### config.mk
export PLATFORM = sky130hd
export DESIGN_NAME = load_queue
export DESIGN_NICKNAME = d
export VERILOG_FILES = /design/src/logic/core_pkg.sv /design/src/logic/mem_pkg.sv /design/src/logic/load_queue.sv
export SDC_FILE = /design/constraint.sdc
export NUM_CORES = 1
export LEC_CHECK = 0
export BUFFER_PORTS_ARGS = -buffer_cell sky130_fd_sc_hd__buf_4
export CAP_MARGIN = 20
export CELL_PAD_IN_SITES_DETAIL_PLACEMENT = 1
export CELL_PAD_IN_SITES_GLOBAL_PLACEMENT = 1
export CORE_MARGIN = 4
export CORE_UTILIZATION = 45
export CTS_CLUSTER_SIZE = 30
export DETAILED_ROUTE_END_ITERATION = 10
export GPL_TIMING_DRIVEN = 0
export PLACE_DENSITY = 0.83
export SYNTH_ARGS = -nofsm -noshare
export SYNTH_HDL_FRONTEND = slang
export SYNTH_SLANG_ARGS = --single-unit
### constraint.sdc
create_clock -name clk_in -period 5.9 [get_ports clk_in]
set_clock_uncertainty 0.1 [all_clocks]
set_input_delay 0.59 -clock clk_in [delete_from_list [all_inputs] [get_ports clk_in]]
set_output_delay 0.59 -clock clk_in [all_outputs]
set_load 0.005 [all_outputs]
### src/logic/core_pkg.sv
`default_nettype none

package core_pkg;

    // Datapath width for both data and addresses
    localparam int WORD_SIZE = 32;

    localparam int NUM_PHYS_REGS = 64;

    typedef logic [$clog2(NUM_PHYS_REGS)-1:0] preg_t;

    typedef enum logic [1:0] {
        UOP_LOAD  = 2'd0,
        UOP_STORE = 2'd1,
        UOP_ALU   = 2'd2,
        UOP_NOP   = 2'd3
    } uopcode_t;

    // Uop as handed over by the ROB at issue
    typedef struct packed {
        logic                 valid;
        uopcode_t             uopcode;
        logic [WORD_SIZE-1:0] r1_val;
        logic [WORD_SIZE-1:0] r2_val;
        preg_t                dest_reg_phys;
    } rob_issue_t;

    // Physical register file write port
    typedef struct packed {
        logic                 en;
        preg_t                index;
        logic [WORD_SIZE-1:0] data;
    } reg_write_t;

endpackage

`default_nettype wire

### src/logic/mem_pkg.sv
`default_nettype none

package mem_pkg;

    import core_pkg::*;

    localparam int LQ_SIZE     = 8;
    localparam int ISSUE_DEPTH = 4;
    localparam int REQ_DEPTH   = 4;

    // Bank geometry, word index taken from addr[9:2]
    localparam int DMEM_WORDS = 256;
    localparam int DMEM_IDX_W = $clog2(DMEM_WORDS);

    // Multiplier for the bank content rule
    localparam int unsigned DMEM_MULT = 32'h9E3779B9;

    typedef logic [$clog2(LQ_SIZE)-1:0] lq_tag_t;

    typedef struct packed {
        logic [WORD_SIZE-1:0] addr;
        lq_tag_t              tag;
    } mem_req_t;

    typedef struct packed {
        logic                 valid;
        logic [WORD_SIZE-1:0] data;
        lq_tag_t              tag;
    } mem_resp_t;

    // Word content, index times the constant, wraps at 32 bits
    function automatic logic [WORD_SIZE-1:0] dmem_word(input int unsigned idx);
        return WORD_SIZE'(idx * DMEM_MULT);
    endfunction

endpackage

`default_nettype wire

### src/logic/load_queue.sv
`default_nettype none

module load_queue import core_pkg::*, mem_pkg::*; (
    input  wire logic       clk_in,
    input  wire logic       rst_N_in,
    input  wire logic       flush_in,
    input  wire rob_issue_t issue_head,
    input  wire logic       issue_head_valid,
    output logic            issue_pop,
    output logic            req_push,
    output mem_req_t        req_data,
    input  wire logic       req_credit,
    input  wire mem_resp_t  mem_resp,
    output reg_write_t      reg_wr_out
);

    typedef struct packed {
        logic [WORD_SIZE-1:0] addr;
        preg_t                dest;
    } lq_entry_t;

    lq_entry_t                      entries [LQ_SIZE];
    logic [LQ_SIZE-1:0]             entry_valid;
    lq_tag_t                        alloc_ptr;
    lq_tag_t                        req_tag_q;
    logic [$clog2(REQ_DEPTH+1)-1:0] req_credits;
    logic                           is_load;
    logic                           alloc;
    logic                           drop;
    logic                           resp_hit;

    assign is_load = (issue_head.uopcode == UOP_LOAD);

    // Needs a free slot and a request buffer credit
    assign alloc = issue_head_valid && is_load && !entry_valid[alloc_ptr]
                   && (req_credits != '0) && !flush_in;

    // Anything that is not a load is discarded
    assign drop = issue_head_valid && !is_load && !flush_in;

    assign issue_pop = alloc || drop;

    // Responses to flushed slots are dropped, also in the flush cycle itself
    assign resp_hit = mem_resp.valid && entry_valid[mem_resp.tag] && !flush_in;

    always_ff @(posedge clk_in or negedge rst_N_in) begin
        if (!rst_N_in) begin
            entry_valid <= '0;
            alloc_ptr   <= '0;
            req_push    <= 1'b0;
            req_credits <= ($clog2(REQ_DEPTH + 1))'(REQ_DEPTH);
        end else if (flush_in) begin
            entry_valid <= '0;
            alloc_ptr   <= '0;
            req_push    <= 1'b0;
            req_credits <= ($clog2(REQ_DEPTH + 1))'(REQ_DEPTH);
        end else begin
            req_push <= alloc;
            if (resp_hit) begin
                entry_valid[mem_resp.tag] <= 1'b0;
            end
            if (alloc) begin
                entry_valid[alloc_ptr] <= 1'b1;
                alloc_ptr              <= alloc_ptr + 1'b1;
            end
            case ({alloc, req_credit})
                2'b10:   req_credits <= req_credits - 1'b1;
                2'b01:   req_credits <= req_credits + 1'b1;
                default: req_credits <= req_credits;
            endcase
        end
    end

    // Address formed at allocation
    always_ff @(posedge clk_in) begin
        if (alloc) begin
            entries[alloc_ptr].addr <= issue_head.r1_val + issue_head.r2_val;
            entries[alloc_ptr].dest <= issue_head.dest_reg_phys;
            req_tag_q               <= alloc_ptr;
        end
    end

    // Request goes out the cycle after allocation
    assign req_data.addr = entries[req_tag_q].addr;
    assign req_data.tag  = req_tag_q;

    always_comb begin
        reg_wr_out = '0;
        if (resp_hit) begin
            reg_wr_out.en    = 1'b1;
            reg_wr_out.index = entries[mem_resp.tag].dest;
            reg_wr_out.data  = mem_resp.data;
        end
    end

endmodule

`default_nettype wire

==> summary.md <==
| Metric | Value |
|---|---|
| Status | `finished, final reports clean` |
| Post-synthesis xor/xnor area fraction | `0.01891` |
| Largest family of logic cells by synthesized area | `multiplexers` |
| Simple-Gate Fraction of Synth Area | `0.06343` |
| TritonCTS Buffers | `31` |
| Die Span Y | `189.1 µm` |
| RSZ-0062 raised after global routing | `no` |
| Max-cap violations | `0` |
| VDD IR max | `243.0 µV` |
| Post-Synth Adder-Cell Area | `0.02985` |
| Area Overhead vs Synth | `22.18%` |
| Clock tree from TritonCTS | `done` |
| Setup crit end kind | `primary output` |
| DRC Markers | `0` |
| Max Transition Viols Final | `0` |
| Die width | `189.1 µm` |
| Cts repair resizes | `0` |
| # IOs | `190` |
| H-tree levels | `1` |
| Tcrit/Tclk final | `0.5989` |
| Post-synth net total | `1047` |
| Fmax | `283.0 MHz` |
| Core ar. | `approximately 32000 µm²` |
| DR iter-0 viols | `552` |
| Unique masters post-synth | `72` |
| Mux contribution to synthesized area | `0.1431` |
| Reg2reg start | `alloc_ptr[1]$_DFFE_PN0P_` |
| Synth top area cells | `edfxtp_1 (62%), mux4_2 (11%), mux2_2 (2.9%)` |
| Number of global-route vias before repair | `9858` |
| GRT overflow | `0` |
| Min Hold Slack | `approximately 0.19 ns` |
| Vias per Instance | `5.648` |
| Cts hold-fix bufs | `1` |
| Cell taking the most area after synthesis | `edfxtp_1` |
| DR pass1 iterations | `5` |
| GRT Overall Usage | `0.2123` |
| Total number of vias | `around 9000` |
| Mapped Cells | `approximately 900` |
| Fill cells | `3110` |
| Register bit total from synthesis | `325` |
| Path category of the worst min-delay check | `in2reg` |
| Synth warnings | `0` |
| Clock Path Buffers | `3` |
| Syn avg cell area | `16.41 µm²` |
| Critical path fanouts, max | `10` |
| Pwr Density | `301.3 nW/µm²` |
| Initial Util | `0.4546` |
| PortBufs | `186` |
| Commonest cells in the netlist | `edfxtp_1 (307), mux4_2 (69), nor2_1 (39)` |
| Mapped cell area | `14750 µm²` |
| Post-layout min period | `roughly 3.5 ns` |
| Largest net degree at the start of global routing | `33` |
| Final WL | `around 38000 µm` |
| CP required | `between 5 and 6 ns` |
| Row count | `66` |
| Crit path launch type | `flip-flop` |
| TNS Setup | `0 ns` |
| Compound-Gate Fraction of Synth Area | `0.06869` |
| Async set or reset register ratio after synthesis | `0.04615` |
| Nets | `approximately 1300` |
| Worst setup path category | `reg2out` |
| DP Area | `16860 µm²` |
| HP Start | `issue_head[1]` |
| Final hold violation count | `0` |
| Routed len/inst | `around 24 µm` |
| Die area | `35750 µm²` |
| Remaining antenna violation count | `0` |
| Seq. cell area | `around 9700 µm²` |
| Worst-path clk slew | `0.07 ns` |
| EDFF count, synth | `307` |
| CP arrival | `2.84 ns` |
| Routability cong. | `0.8538` |
| Final setup violation count | `0` |
| Share of cells above drive strength 1 | `0.3687` |
| Rel. slew slack | `0.3885` |
| N_diodes | `0` |
| Top-area cell type share of the netlist area | `0.6248` |
| Most common cell in the netlist | `edfxtp_1` |
| Clk sinks | `around 330` |
| CTS root buf | `clkbuf_16` |
| Primary FF master, synth | `edfxtp_1` |
| Initial antenna violation count | `0` |
| Seq/Total Area, Yosys | `0.6544` |
| Leak pwr | `6.475 nW` |
| Area taken by multi-input logic gates | `4781 µm²` |
| Postcts setup bufs | `0` |
| Post-route cell area | `around 18000 µm²` |
| First-pass GRT wire length | `~60000 µm` |
| Clk Latency, worst-skew pair | `0.56 ns` |
| Post-detail-place hpwl | `25960 µm` |
| Worst-Margin Slew | `~0.9 ns` |
-- cells in the final DEF, fill, tap and decap left out, types with 14 or more instances in the layout --
cell type    n
buf_2       26
inv_1       16
mux2_2      38
edfxtp_1   307
ha_1        32
xnor2_1     21
nand3_1     19
a21oi_1     36
clkbuf_16   31
clkbuf_1    16
nor2_1      39
nand2_1     31
o21ai_0     21
and2_1      34
mux4_2      69
buf_4      187
dfrtp_1     14
-- cells by family (layout without fill, tap and decap cells) --
family	count (synthesis)	after routing
AOI/OAI and AO/OA	140	140
xor gates and xnor gates	31	31
adders and majority gates	34	34
buffers and inverters	71	322
DFF	325	325
muxes	120	120
and+or+nand+nor	178	178
-- flip-flops by register name, indices dropped and copies added, names as in the netlist, named ones only --
register	cells
alloc_ptr	3
entries	304
entry_valid	8
req_credits	3
req_push	1
req_tag_q	3
-- where the power goes --
| part | total, mW | internal [mW] | switching (mW) | leakage [nW] |
|---|---|---|---|---|
| Clock | 2.21 | 1.39 | 0.822 | 0.559 |
| Combinational | 0.581 | 0.226 | 0.355 | 2.93 |
| Sequential | 2.64 | 2.64 | 0.00583 | 2.99 |
| Total | 5.43 | 4.25 | 1.18 | 6.47 |
-- critical path: stages, from the launching register on --
cell,delay [ns]
dfxtp_1,0.31
clkbuf_1,0.44
clkbuf_1,0.65
mux4_2,0.42
mux2_2,0.32
buf_4,0.15
-- worst paths after layout --
check / to / slack [ns] / cells after the start
worst min-delay path: entries[7][1]$_DFFE_PP_ / 0.19 / 1
min in group asynchronous: alloc_ptr[2]$_DFFE_PN0P_ / 0.34 / 2
max in group asynchronous: req_credits[2]$_DFFE_PN1P_ / 5.11 / 2
worst max register to register: entries[1][28]$_DFFE_PP_ / 2.94 / 9
worst min register to register: req_tag_q[0]$_DFFE_PP_ / 0.42 / 0
worst max-delay path: req_data[13] / 2.37 / 5
-- final cells by class --
| cell class | instances | area share |
|---|---|---|
| Tap cell | 442 | 0.03068 |
| Clock inverter | 24 | 0.02048 |
| Timing Repair Buffer | 196 | 0.08732 |
| Clock buffer | 31 | 0.04303 |
| Inverter | 24 | 0.004998 |
| Buffer | 47 | 0.01263 |
| Sequential cell | 325 | 0.5356 |
| Multi-Input combinational cell | 503 | 0.2652 |
-- per-layer routing --
metal / share of wire / vias to the layer above / track usage
met3: 0.073 / 59 / 0.03485
met5: 0 / - / 0
met4: 0.022 / 0 / 0.05157
met2: 0.51 / 367 / 0.3750
met1: 0.40 / 4566 / 0.2770
li1: - / 3999 / -
-- metrics by stage --
step / power, mW / instances / worst slack (ns) / utilization
5_1_grt: 5.626 / 1592 / 2.196 / 0.5554
4_1_cts: 5.470 / 1591 / 2.295 / 0.5552
3_3_place_gp: 3.233 / 1527 / 2.040 / 0.5147
3_5_place_dp: 3.266 / 1535 / 2.334 / 0.5196
6_report: 5.432 / 1592 / 2.367 / 0.5554
2_1_floorplan: 3.032 / 899 / 3.081 / -
No activity file was read; power rests on OpenSTA's default activity.
