**config.mk**
```make
export PLATFORM = sky130hd
export DESIGN_NAME = credit_fifo
export DESIGN_NICKNAME = d
export VERILOG_FILES = /design/src/logic/credit_fifo.sv
export SDC_FILE = /design/constraint.sdc
export NUM_CORES = 1
export LEC_CHECK = 0
export BUFFER_PORTS_ARGS = -buffer_cell sky130_fd_sc_hd__buf_2
export CORE_AREA = 4 4 41 43
export CTS_CLUSTER_DIAMETER = 80
export DETAILED_ROUTE_END_ITERATION = 8
export DIE_AREA = 0 0 45 47
export GPL_ROUTABILITY_DRIVEN = 0
export PLACE_DENSITY_LB_ADDON = 0.2
export SLEW_MARGIN = 0
export SYNTH_ARGS = -nofsm -noshare
export SYNTH_HDL_FRONTEND = slang
export SYNTH_SLANG_ARGS = --single-unit
```
**constraint.sdc**
```tcl
create_clock -name clk_in -period 5.1 [get_ports clk_in]
set_input_delay 0.51 -clock clk_in [delete_from_list [all_inputs] [get_ports clk_in]]
set_output_delay 0.51 -clock clk_in [all_outputs]
set_load 0.02 [all_outputs]
```
**src/logic/credit_fifo.sv**
```systemverilog
`default_nettype none

module credit_fifo #(
    parameter type payload_t = logic,
    parameter int  DEPTH     = 4
) (
    input  wire logic     clk_in,
    input  wire logic     rst_N_in,
    input  wire logic     flush_in,
    input  wire logic     push,
    input  wire payload_t push_data,
    output logic          credit,
    output logic          head_valid,
    output payload_t      head_data,
    input  wire logic     pop
);

    localparam int PTR_W = (DEPTH > 1) ? $clog2(DEPTH) : 1;

    payload_t         mem [DEPTH];
    logic [PTR_W-1:0] rd_ptr;
    logic [PTR_W-1:0] wr_ptr;
    logic [PTR_W:0]   count;
    logic             credit_q;
    logic             do_push;
    logic             do_pop;

    assign head_valid = (count != '0);
    assign head_data  = mem[rd_ptr];
    assign do_pop     = pop && head_valid;
    assign do_push    = push && (count < (PTR_W + 1)'(DEPTH));

    // Pulses in flight are not returned across a flush
    assign credit = credit_q && !flush_in;

    always_ff @(posedge clk_in or negedge rst_N_in) begin
        if (!rst_N_in) begin
            rd_ptr   <= '0;
            wr_ptr   <= '0;
            count    <= '0;
            credit_q <= 1'b0;
        end else if (flush_in) begin
            rd_ptr   <= '0;
            wr_ptr   <= '0;
            count    <= '0;
            credit_q <= 1'b0;
        end else begin
            // One credit back per entry popped
            credit_q <= do_pop;
            if (do_push) begin
                wr_ptr <= (wr_ptr == PTR_W'(DEPTH - 1)) ? '0 : wr_ptr + 1'b1;
            end
            if (do_pop) begin
                rd_ptr <= (rd_ptr == PTR_W'(DEPTH - 1)) ? '0 : rd_ptr + 1'b1;
            end
            case ({do_push, do_pop})
                2'b10:   count <= count + 1'b1;
                2'b01:   count <= count - 1'b1;
                default: count <= count;
            endcase
        end
    end

    always_ff @(posedge clk_in) begin
        if (do_push) begin
            mem[wr_ptr] <= push_data;
        end
    end

endmodule

`default_nettype wire

```
==> results of run 1 <==
==> cells in the mapped netlist, drive strengths merged <==
| cell | instances |
|---|---|
| a21oi | 6 |
| inv | 2 |
| o21ai | 2 |
| nand2b | 1 |
| ha | 5 |
| a211oi | 2 |
| nor2b | 1 |
| mux4 | 1 |
| nor3 | 1 |
| and2 | 4 |
| dfrtp | 8 |
| and2b | 1 |
| xnor2 | 1 |
| mux2i | 2 |
| or3 | 2 |
| a221oi | 2 |
| nand3 | 2 |
| edfxtp | 4 |
| nor2 | 8 |
| a21o | 1 |
| nand2 | 5 |
| fa | 1 |
| buf | 3 |
==> logic make-up (layout without fill, tap and decap cells) <==
family,count (synthesis),after routing,share of synthesized area [%]
compound gates,13,13,11.5
xor+xnor,1,1,1.24
fa+ha+maj,6,6,11.7
buf+inv,5,14,5.31
flops,12,12,45.3
mux,3,3,6.02
simple gates,25,25,18.9
==> area by class of cell <==
| class | count | area (sq um) | share of cell area, % |
|---|---|---|---|
| multi-input combinational | 48 | 349 | 45.2 |
| sequential | 12 | 320 | 41.5 |
| timing repair buffer | 8 | 40.0 | 5.19 |
| clock buffer | 4 | 36.3 | 4.70 |
| tap | 15 | 18.8 | 2.43 |
| inverter | 2 | 7.51 | 0.972 |
==> worst paths after layout <==
kind | start | to | slack [ns] | depth (start not counted)
max | count[0] | count[1] | 3.09 | 6
min | rst_N_in | credit_q | 0.06 | 1
max reg2reg | count[0] | count[1] | 3.09 | 6
min reg2reg | rd_ptr[1] | rd_ptr[1] | 0.58 | 2
max in group asynchronous | rst_N_in | wr_ptr[1] | 4.86 | 1
min in group clk_in | push_data | mem[1] | 0.44 | 1
==> worst reg2reg max path: stages, from the launching register on <==
cell and delay, ns:
dfrtp_1 0.47, or3_4 0.44, nand2_4 0.12, nor2_1 0.06, fa_1 0.49, o21ai_0 0.07, a221oi_1 0.26
==> stage by stage <==
step / utilization (%) / power, W / instance area, sq um
global placement: 56.5 / 0.000263 / 736
global route: 59.3 / 0.000372 / 772
CTS: 59.3 / 0.000345 / 772
floorplan: - / 0.000240 / 707
detailed placement: 56.5 / 0.000268 / 736
finish: 59.3 / 0.000340 / 772
==> state kept, by name, indices dropped and copies added (netlist names) <==
register  count
count         3
mem           4
wr_ptr        2
rd_ptr        2
credit_q      1
==> metal layers <==
metal / GRT usage, % / vias up / wire (um)
met1: 16.9 / 222 / 499
met2: 20.6 / 13 / 527
met4: 7.02 / 0 / 0
met5: 0 / - / 0
met3: 5.75 / 0 / 64
li1: - / 247 / -
==> power by group <==
part,switching [W],internal [W]
clock network,0.0000329,0.0000434
logic,0.0000651,0.0000577
registers,0.0000229,0.000118
total,0.000121,0.000219
==> impl_metrics.csv, run 1 <==
group,metric,value,unit
sta,fin_crit_sh,39.5,%
clocking,htreeDepth,1,
sta,drv_slew,0,
sta,fmax,0.497,GHz
critical_path,crit_type,"reg -> reg",
outcome,outcome,"finished, final reports clean",
synthesis,netlist_area,707,sq um
synthesis,synth.distinct_cells,26,
critical_path,critical_path_buf_inv_count,0,
final_layout,nFillCells,112,
synthesis,syn_inst,65,
synthesis,synth_top_cell_by_area,"dfrtp_1",
placed_design,preCtsSetupSlack,3.04,ns
clocking,clk_path_buf_depth,2,
final_layout,fin_cells,89,
sta,fin_crit,2.01,ns
detailed_routing,detail_route.wl_per_cell,12.3,um
critical_path,crit_family,"simple AND/OR/NAND/NOR gates",
sta,setup_viol,0,
final_layout,drive_gt1_share,21.6,%
sta,slew_headroom,77.0,%
detailed_routing,drc,0,
detailed_routing,drt_iter0_markers,8,
detailed_routing,drt_first_pass_iters,4,
sta,timing.hold.ws,0.0578,ns
run,drv_cap,0,
placed_design,dp_hpwl,860,um
sta,fin_ws,3.09,ns
synthesis,yosys_warnings,0,
synthesis,avgSynthCellArea,10.9,sq um
floorplanning,die_y,47,um
sta,skew,0.00989,ns
sta,worst_pin_slew,0.344,ns
placed_design,place_inst,85,
sta,tns,0,ns
detailed_routing,totalWireLength,1090,um
detailed_routing,routed_via_density,5.42,
final_layout,num_antenna_cells,0,
clocking,post-cts-setup-buffers,0,
floorplanning,rows,13,
critical_path,worstPathCellList,"or3_4 > nand2_4 > nor2_1 > fa_1 > o21ai_0 > a221oi_1",
grt,gr-total-overflow,0,
floorplanning,die_area,2120,sq um
critical_path,cp_max_fo,7,
critical_path,cp_slowest_stage_delay,0.49,ns
power_and_ir_drop,p_leak,0.343,nW
critical_path,cpMaxStageDelayCell,"fa_1",
critical_path,crit_path_end_kind,"flop",
clocking,cts_sinks,12,
sta,rsz0062_at_grt,"false",
clocking,clk_pin_slew,0.08,ns
clocking,cts_resized,0,
grt,grt_pass1_vias,441,
synthesis,synth_seq_cells,12,
grt,grt_max_degree,14,
critical_path,cp-start-kind,"flop",
power_and_ir_drop,power_density,441,nW/um^2
synthesis,synth_top_area_share,28.3,%
final_layout,final_cell_mix,"8 x nor2_1, 8 x dfrtp_1, 8 x buf_2, 6 x a21oi_1, 5 x ha_1",
synthesis,synthTopCellsByArea,"dfrtp_1 28%, edfxtp_1 17%, ha_1 8.8%",
power_and_ir_drop,peakVddDrop,0.204,mV
clocking,cts_tree,"yes",
clocking,cts_hold_repair.buffers,0,
hold_path,worstHoldPathType,"in -> async",
floorplanning,ios,9,
placed_design,portBuffers,8,
floorplanning,initial_utilization,54.3,%
sta,final-hold-violation-count,0,
floorplanning,core,1300,sq um
final_layout,final_nets,87,
grt,antenna_found_initial,0,
detailed_routing,vias,482,
detailed_routing,final_antenna_net_count,0,
clocking,cts-root-buf,"clkbuf_4",
critical_path,arrival,2.19,ns
clocking,worstSkewPairLatency,0.28,ns
critical_path,cp.required,5.28,ns
floorplanning,die_w,45,um
grt,grt_usage,13.7,%
synthesis,syn_nets,77,
synthesis,synth_seq_area_share,45.3,%
grt,grt_pass1_wl,1960,um
clocking,numCtsBuffers,3,
final_layout,area_growth,9.20,%
Note: power is estimated with default switching activity, not from simulation.
==> run 2: changes to the inputs <==
CORE_AREA = default   (was 4 4 41 43)
CORE_MARGIN = 4   (was default)
CORE_UTILIZATION = 49   (was default)
DIE_AREA = default   (was 0 0 45 47)
clock period = 1.8 ns   (was 5.1 ns; I/O delays follow)
==> impl_metrics.csv, run 2 (synthesis gave the netlist of run 1 again) <==
group,metric,value,unit
outcome,outcome,"finished, violations left",
outcome,violations,"setup timing",
hold_path,hold_path_end,"mem[1]",
final_layout,final_area,853,sq um
detailed_routing,routed_via_density,5.38,
sta,tns,-0.0502,ns
floorplanning,rows,13,
critical_path,rrSetupSlack,-0.05,ns
sta,rsz0062_at_grt,"true",
sta,skew,0.00223,ns
floorplanning,die_area,2110,sq um
final_layout,utilization,64.0,%
critical_path,arrival,2.02,ns
run,drv_cap,0,
sta,slew_headroom,79.4,%
critical_path,r2r_start,"count[1]",
critical_path,crit_path_end_kind,"flop",
final_layout,final_cell_mix,"8 x buf_2, 8 x buf_4, 7 x nor2_1, 7 x dfrtp_1, 6 x a21oi_1",
placed_design,preCtsSetupSlack,-0.0690,ns
grt,antenna_found_initial,0,
grt,gr-total-overflow,0,
placed_design,portBuffers,8,
power_and_ir_drop,swShare,36.8,%
sta,drv_slew,0,
floorplanning,die_w,46.0,um
critical_path,crit_type,"reg -> reg",
sta,fin_crit,1.85,ns
final_layout,drive_gt1_share,34.9,%
clocking,clk_pin_slew,0.07,ns
placed_design,place_inst,90,
critical_path,cp_slowest_stage_delay,0.53,ns
hold_path,hold_start,"push_data",
grt,grt_usage,14.7,%
clocking,cts_sinks,12,
floorplanning,die_y,46.0,um
critical_path,cp.required,1.97,ns
clocking,worstSkewPairLatency,0.27,ns
grt,grt_max_degree,13,
hold_path,worstHoldPathType,"in -> reg",
detailed_routing,final_antenna_net_count,0,
final_layout,nFillCells,118,
sta,fmax,0.540,GHz
detailed_routing,totalWireLength,1360,um
critical_path,r2r_end,"count[1]",
final_layout,fin_cells,98,
placed_design,dp_hpwl,958,um
power_and_ir_drop,p_sw,0.000395,W
critical_path,reg2reg_depth,6,
detailed_routing,drt_iter0_markers,14,
power_and_ir_drop,power_density,1260,nW/um^2
sta,final-hold-violation-count,0,
clocking,cts_tree,"yes",
detailed_routing,detail_route.wl_per_cell,13.9,um
critical_path,cp-start-kind,"flop",
sta,fin_ws,-0.0502,ns
power_and_ir_drop,internal_power,0.000679,W
critical_path,cpMaxStageDelayCell,"fa_2",
detailed_routing,vias,527,
final_layout,final_nets,96,
power_and_ir_drop,p_leak,0.381,nW
final_layout,largest_register_ffs,4,
clocking,clk_path_buf_depth,2,
power_and_ir_drop,peakVddDrop,0.795,mV
sta,setup_viol,1,
power_and_ir_drop,power_frac_clock,15.7,%
grt,grt_pass1_vias,471,
sta,worst_pin_slew,0.307,ns
critical_path,worstPathCellList,"or3_4 > nand2_4 > nor2_2 > fa_2 > o21ai_2 > a221oi_2",
power_and_ir_drop,p_seq_share,34.6,%
grt,grt_pass1_wl,2070,um
detailed_routing,drt_first_pass_iters,4,
clocking,numCtsBuffers,3,
final_layout,reg_top3,"mem (4), count (3)",
final_layout,num_antenna_cells,0,
power_and_ir_drop,pwr-share-comb,49.7,%
final_layout,area_growth,20.7,%
floorplanning,ios,9,
floorplanning,initial_utilization,53.0,%
placed_design,placedInstanceArea,774,sq um
final_layout,top_register,"mem",
floorplanning,core,1330,sq um
clocking,cts-root-buf,"clkbuf_4",
clocking,htreeDepth,1,
hold_path,hold-path-cell-count,1,
detailed_routing,drc,0,
critical_path,cp_max_fo,2,
sta,fin_crit_sh,103,%
run 2: cell types whose count changed in the layout (fill, tap and decap cells not counted), sizes merged:
cell         previous run  this run
clkbuf                  4         3
buf                     8        16
clkinv                  0         1
dlygate4sd3             0         1
run 2: how the worst max path moves through the flow:
stage                     endpoint      from
after floorplan           count[2]  count[0]
after global placement    count[2]  count[0]
after detailed placement  count[1]  count[0]
after CTS                 count[2]  count[1]
after global routing      count[1]  count[1]
final                     count[1]  count[1]
run 2: power by group through the flow:
stage               Combinational [W]  Clock, W  Sequential (W)
CTS                          0.000508  0.000172        0.000371
detailed placement           0.000446         0        0.000377
global route                 0.000592  0.000185        0.000379
floorplan                    0.000289         0        0.000392
finish                       0.000534  0.000168        0.000372
global placement             0.000429         0        0.000374
run 2: layout make-up:
type / instances / area (sq um) / area share [%]
Multi-Input combinational cell: 48 / 369 / 43.3
Inverter: 2 / 7.51 / 0.880
Tap cell: 15 / 18.8 / 2.20
Clock inverter: 1 / 3.75 / 0.440
Sequential cell: 12 / 322 / 37.7
Clock buffer: 3 / 22.5 / 2.64
Timing Repair Buffer: 17 / 110 / 12.9
run 2: stage by stage:
stage	total power, W	hold WS [ns]
global route	0.00116	0.116
finish	0.00107	0.122
CTS	0.00105	0.125
floorplan	0.000681	-0.116
global placement	0.000803	0.0276
detailed placement	0.000823	0.0352
run 2: timing repair:
item                                    CTS  global route
hold buffers                              1             0
gates cloned                              0             0
setup buffers                             2             1
gates resized for setup                   3             3
hold endpoints to repair                  8             0
pin swaps                                 2             3
endpoints found under the setup margin    2             2
run 2: worst max-delay path: cells and delay by family, from the launching register on:
kind	cells	cell delay, ns
flip-flops	1	0.39
AND/OR/NAND/NOR	3	0.51
AO/OA/AOI/OAI	2	0.32
adder cells (fa/ha/maj)	1	0.53
run 2: per-layer routing:
layer	vias to the layer above	share of wire, %	track usage (%)	routed length (um)
met5	-	0	0	0
met4	0	1.8	5.68	25
met3	4	5.3	6.72	72
met2	11	50	24.2	676
met1	249	43	16.2	588
li1	263	-	-	-
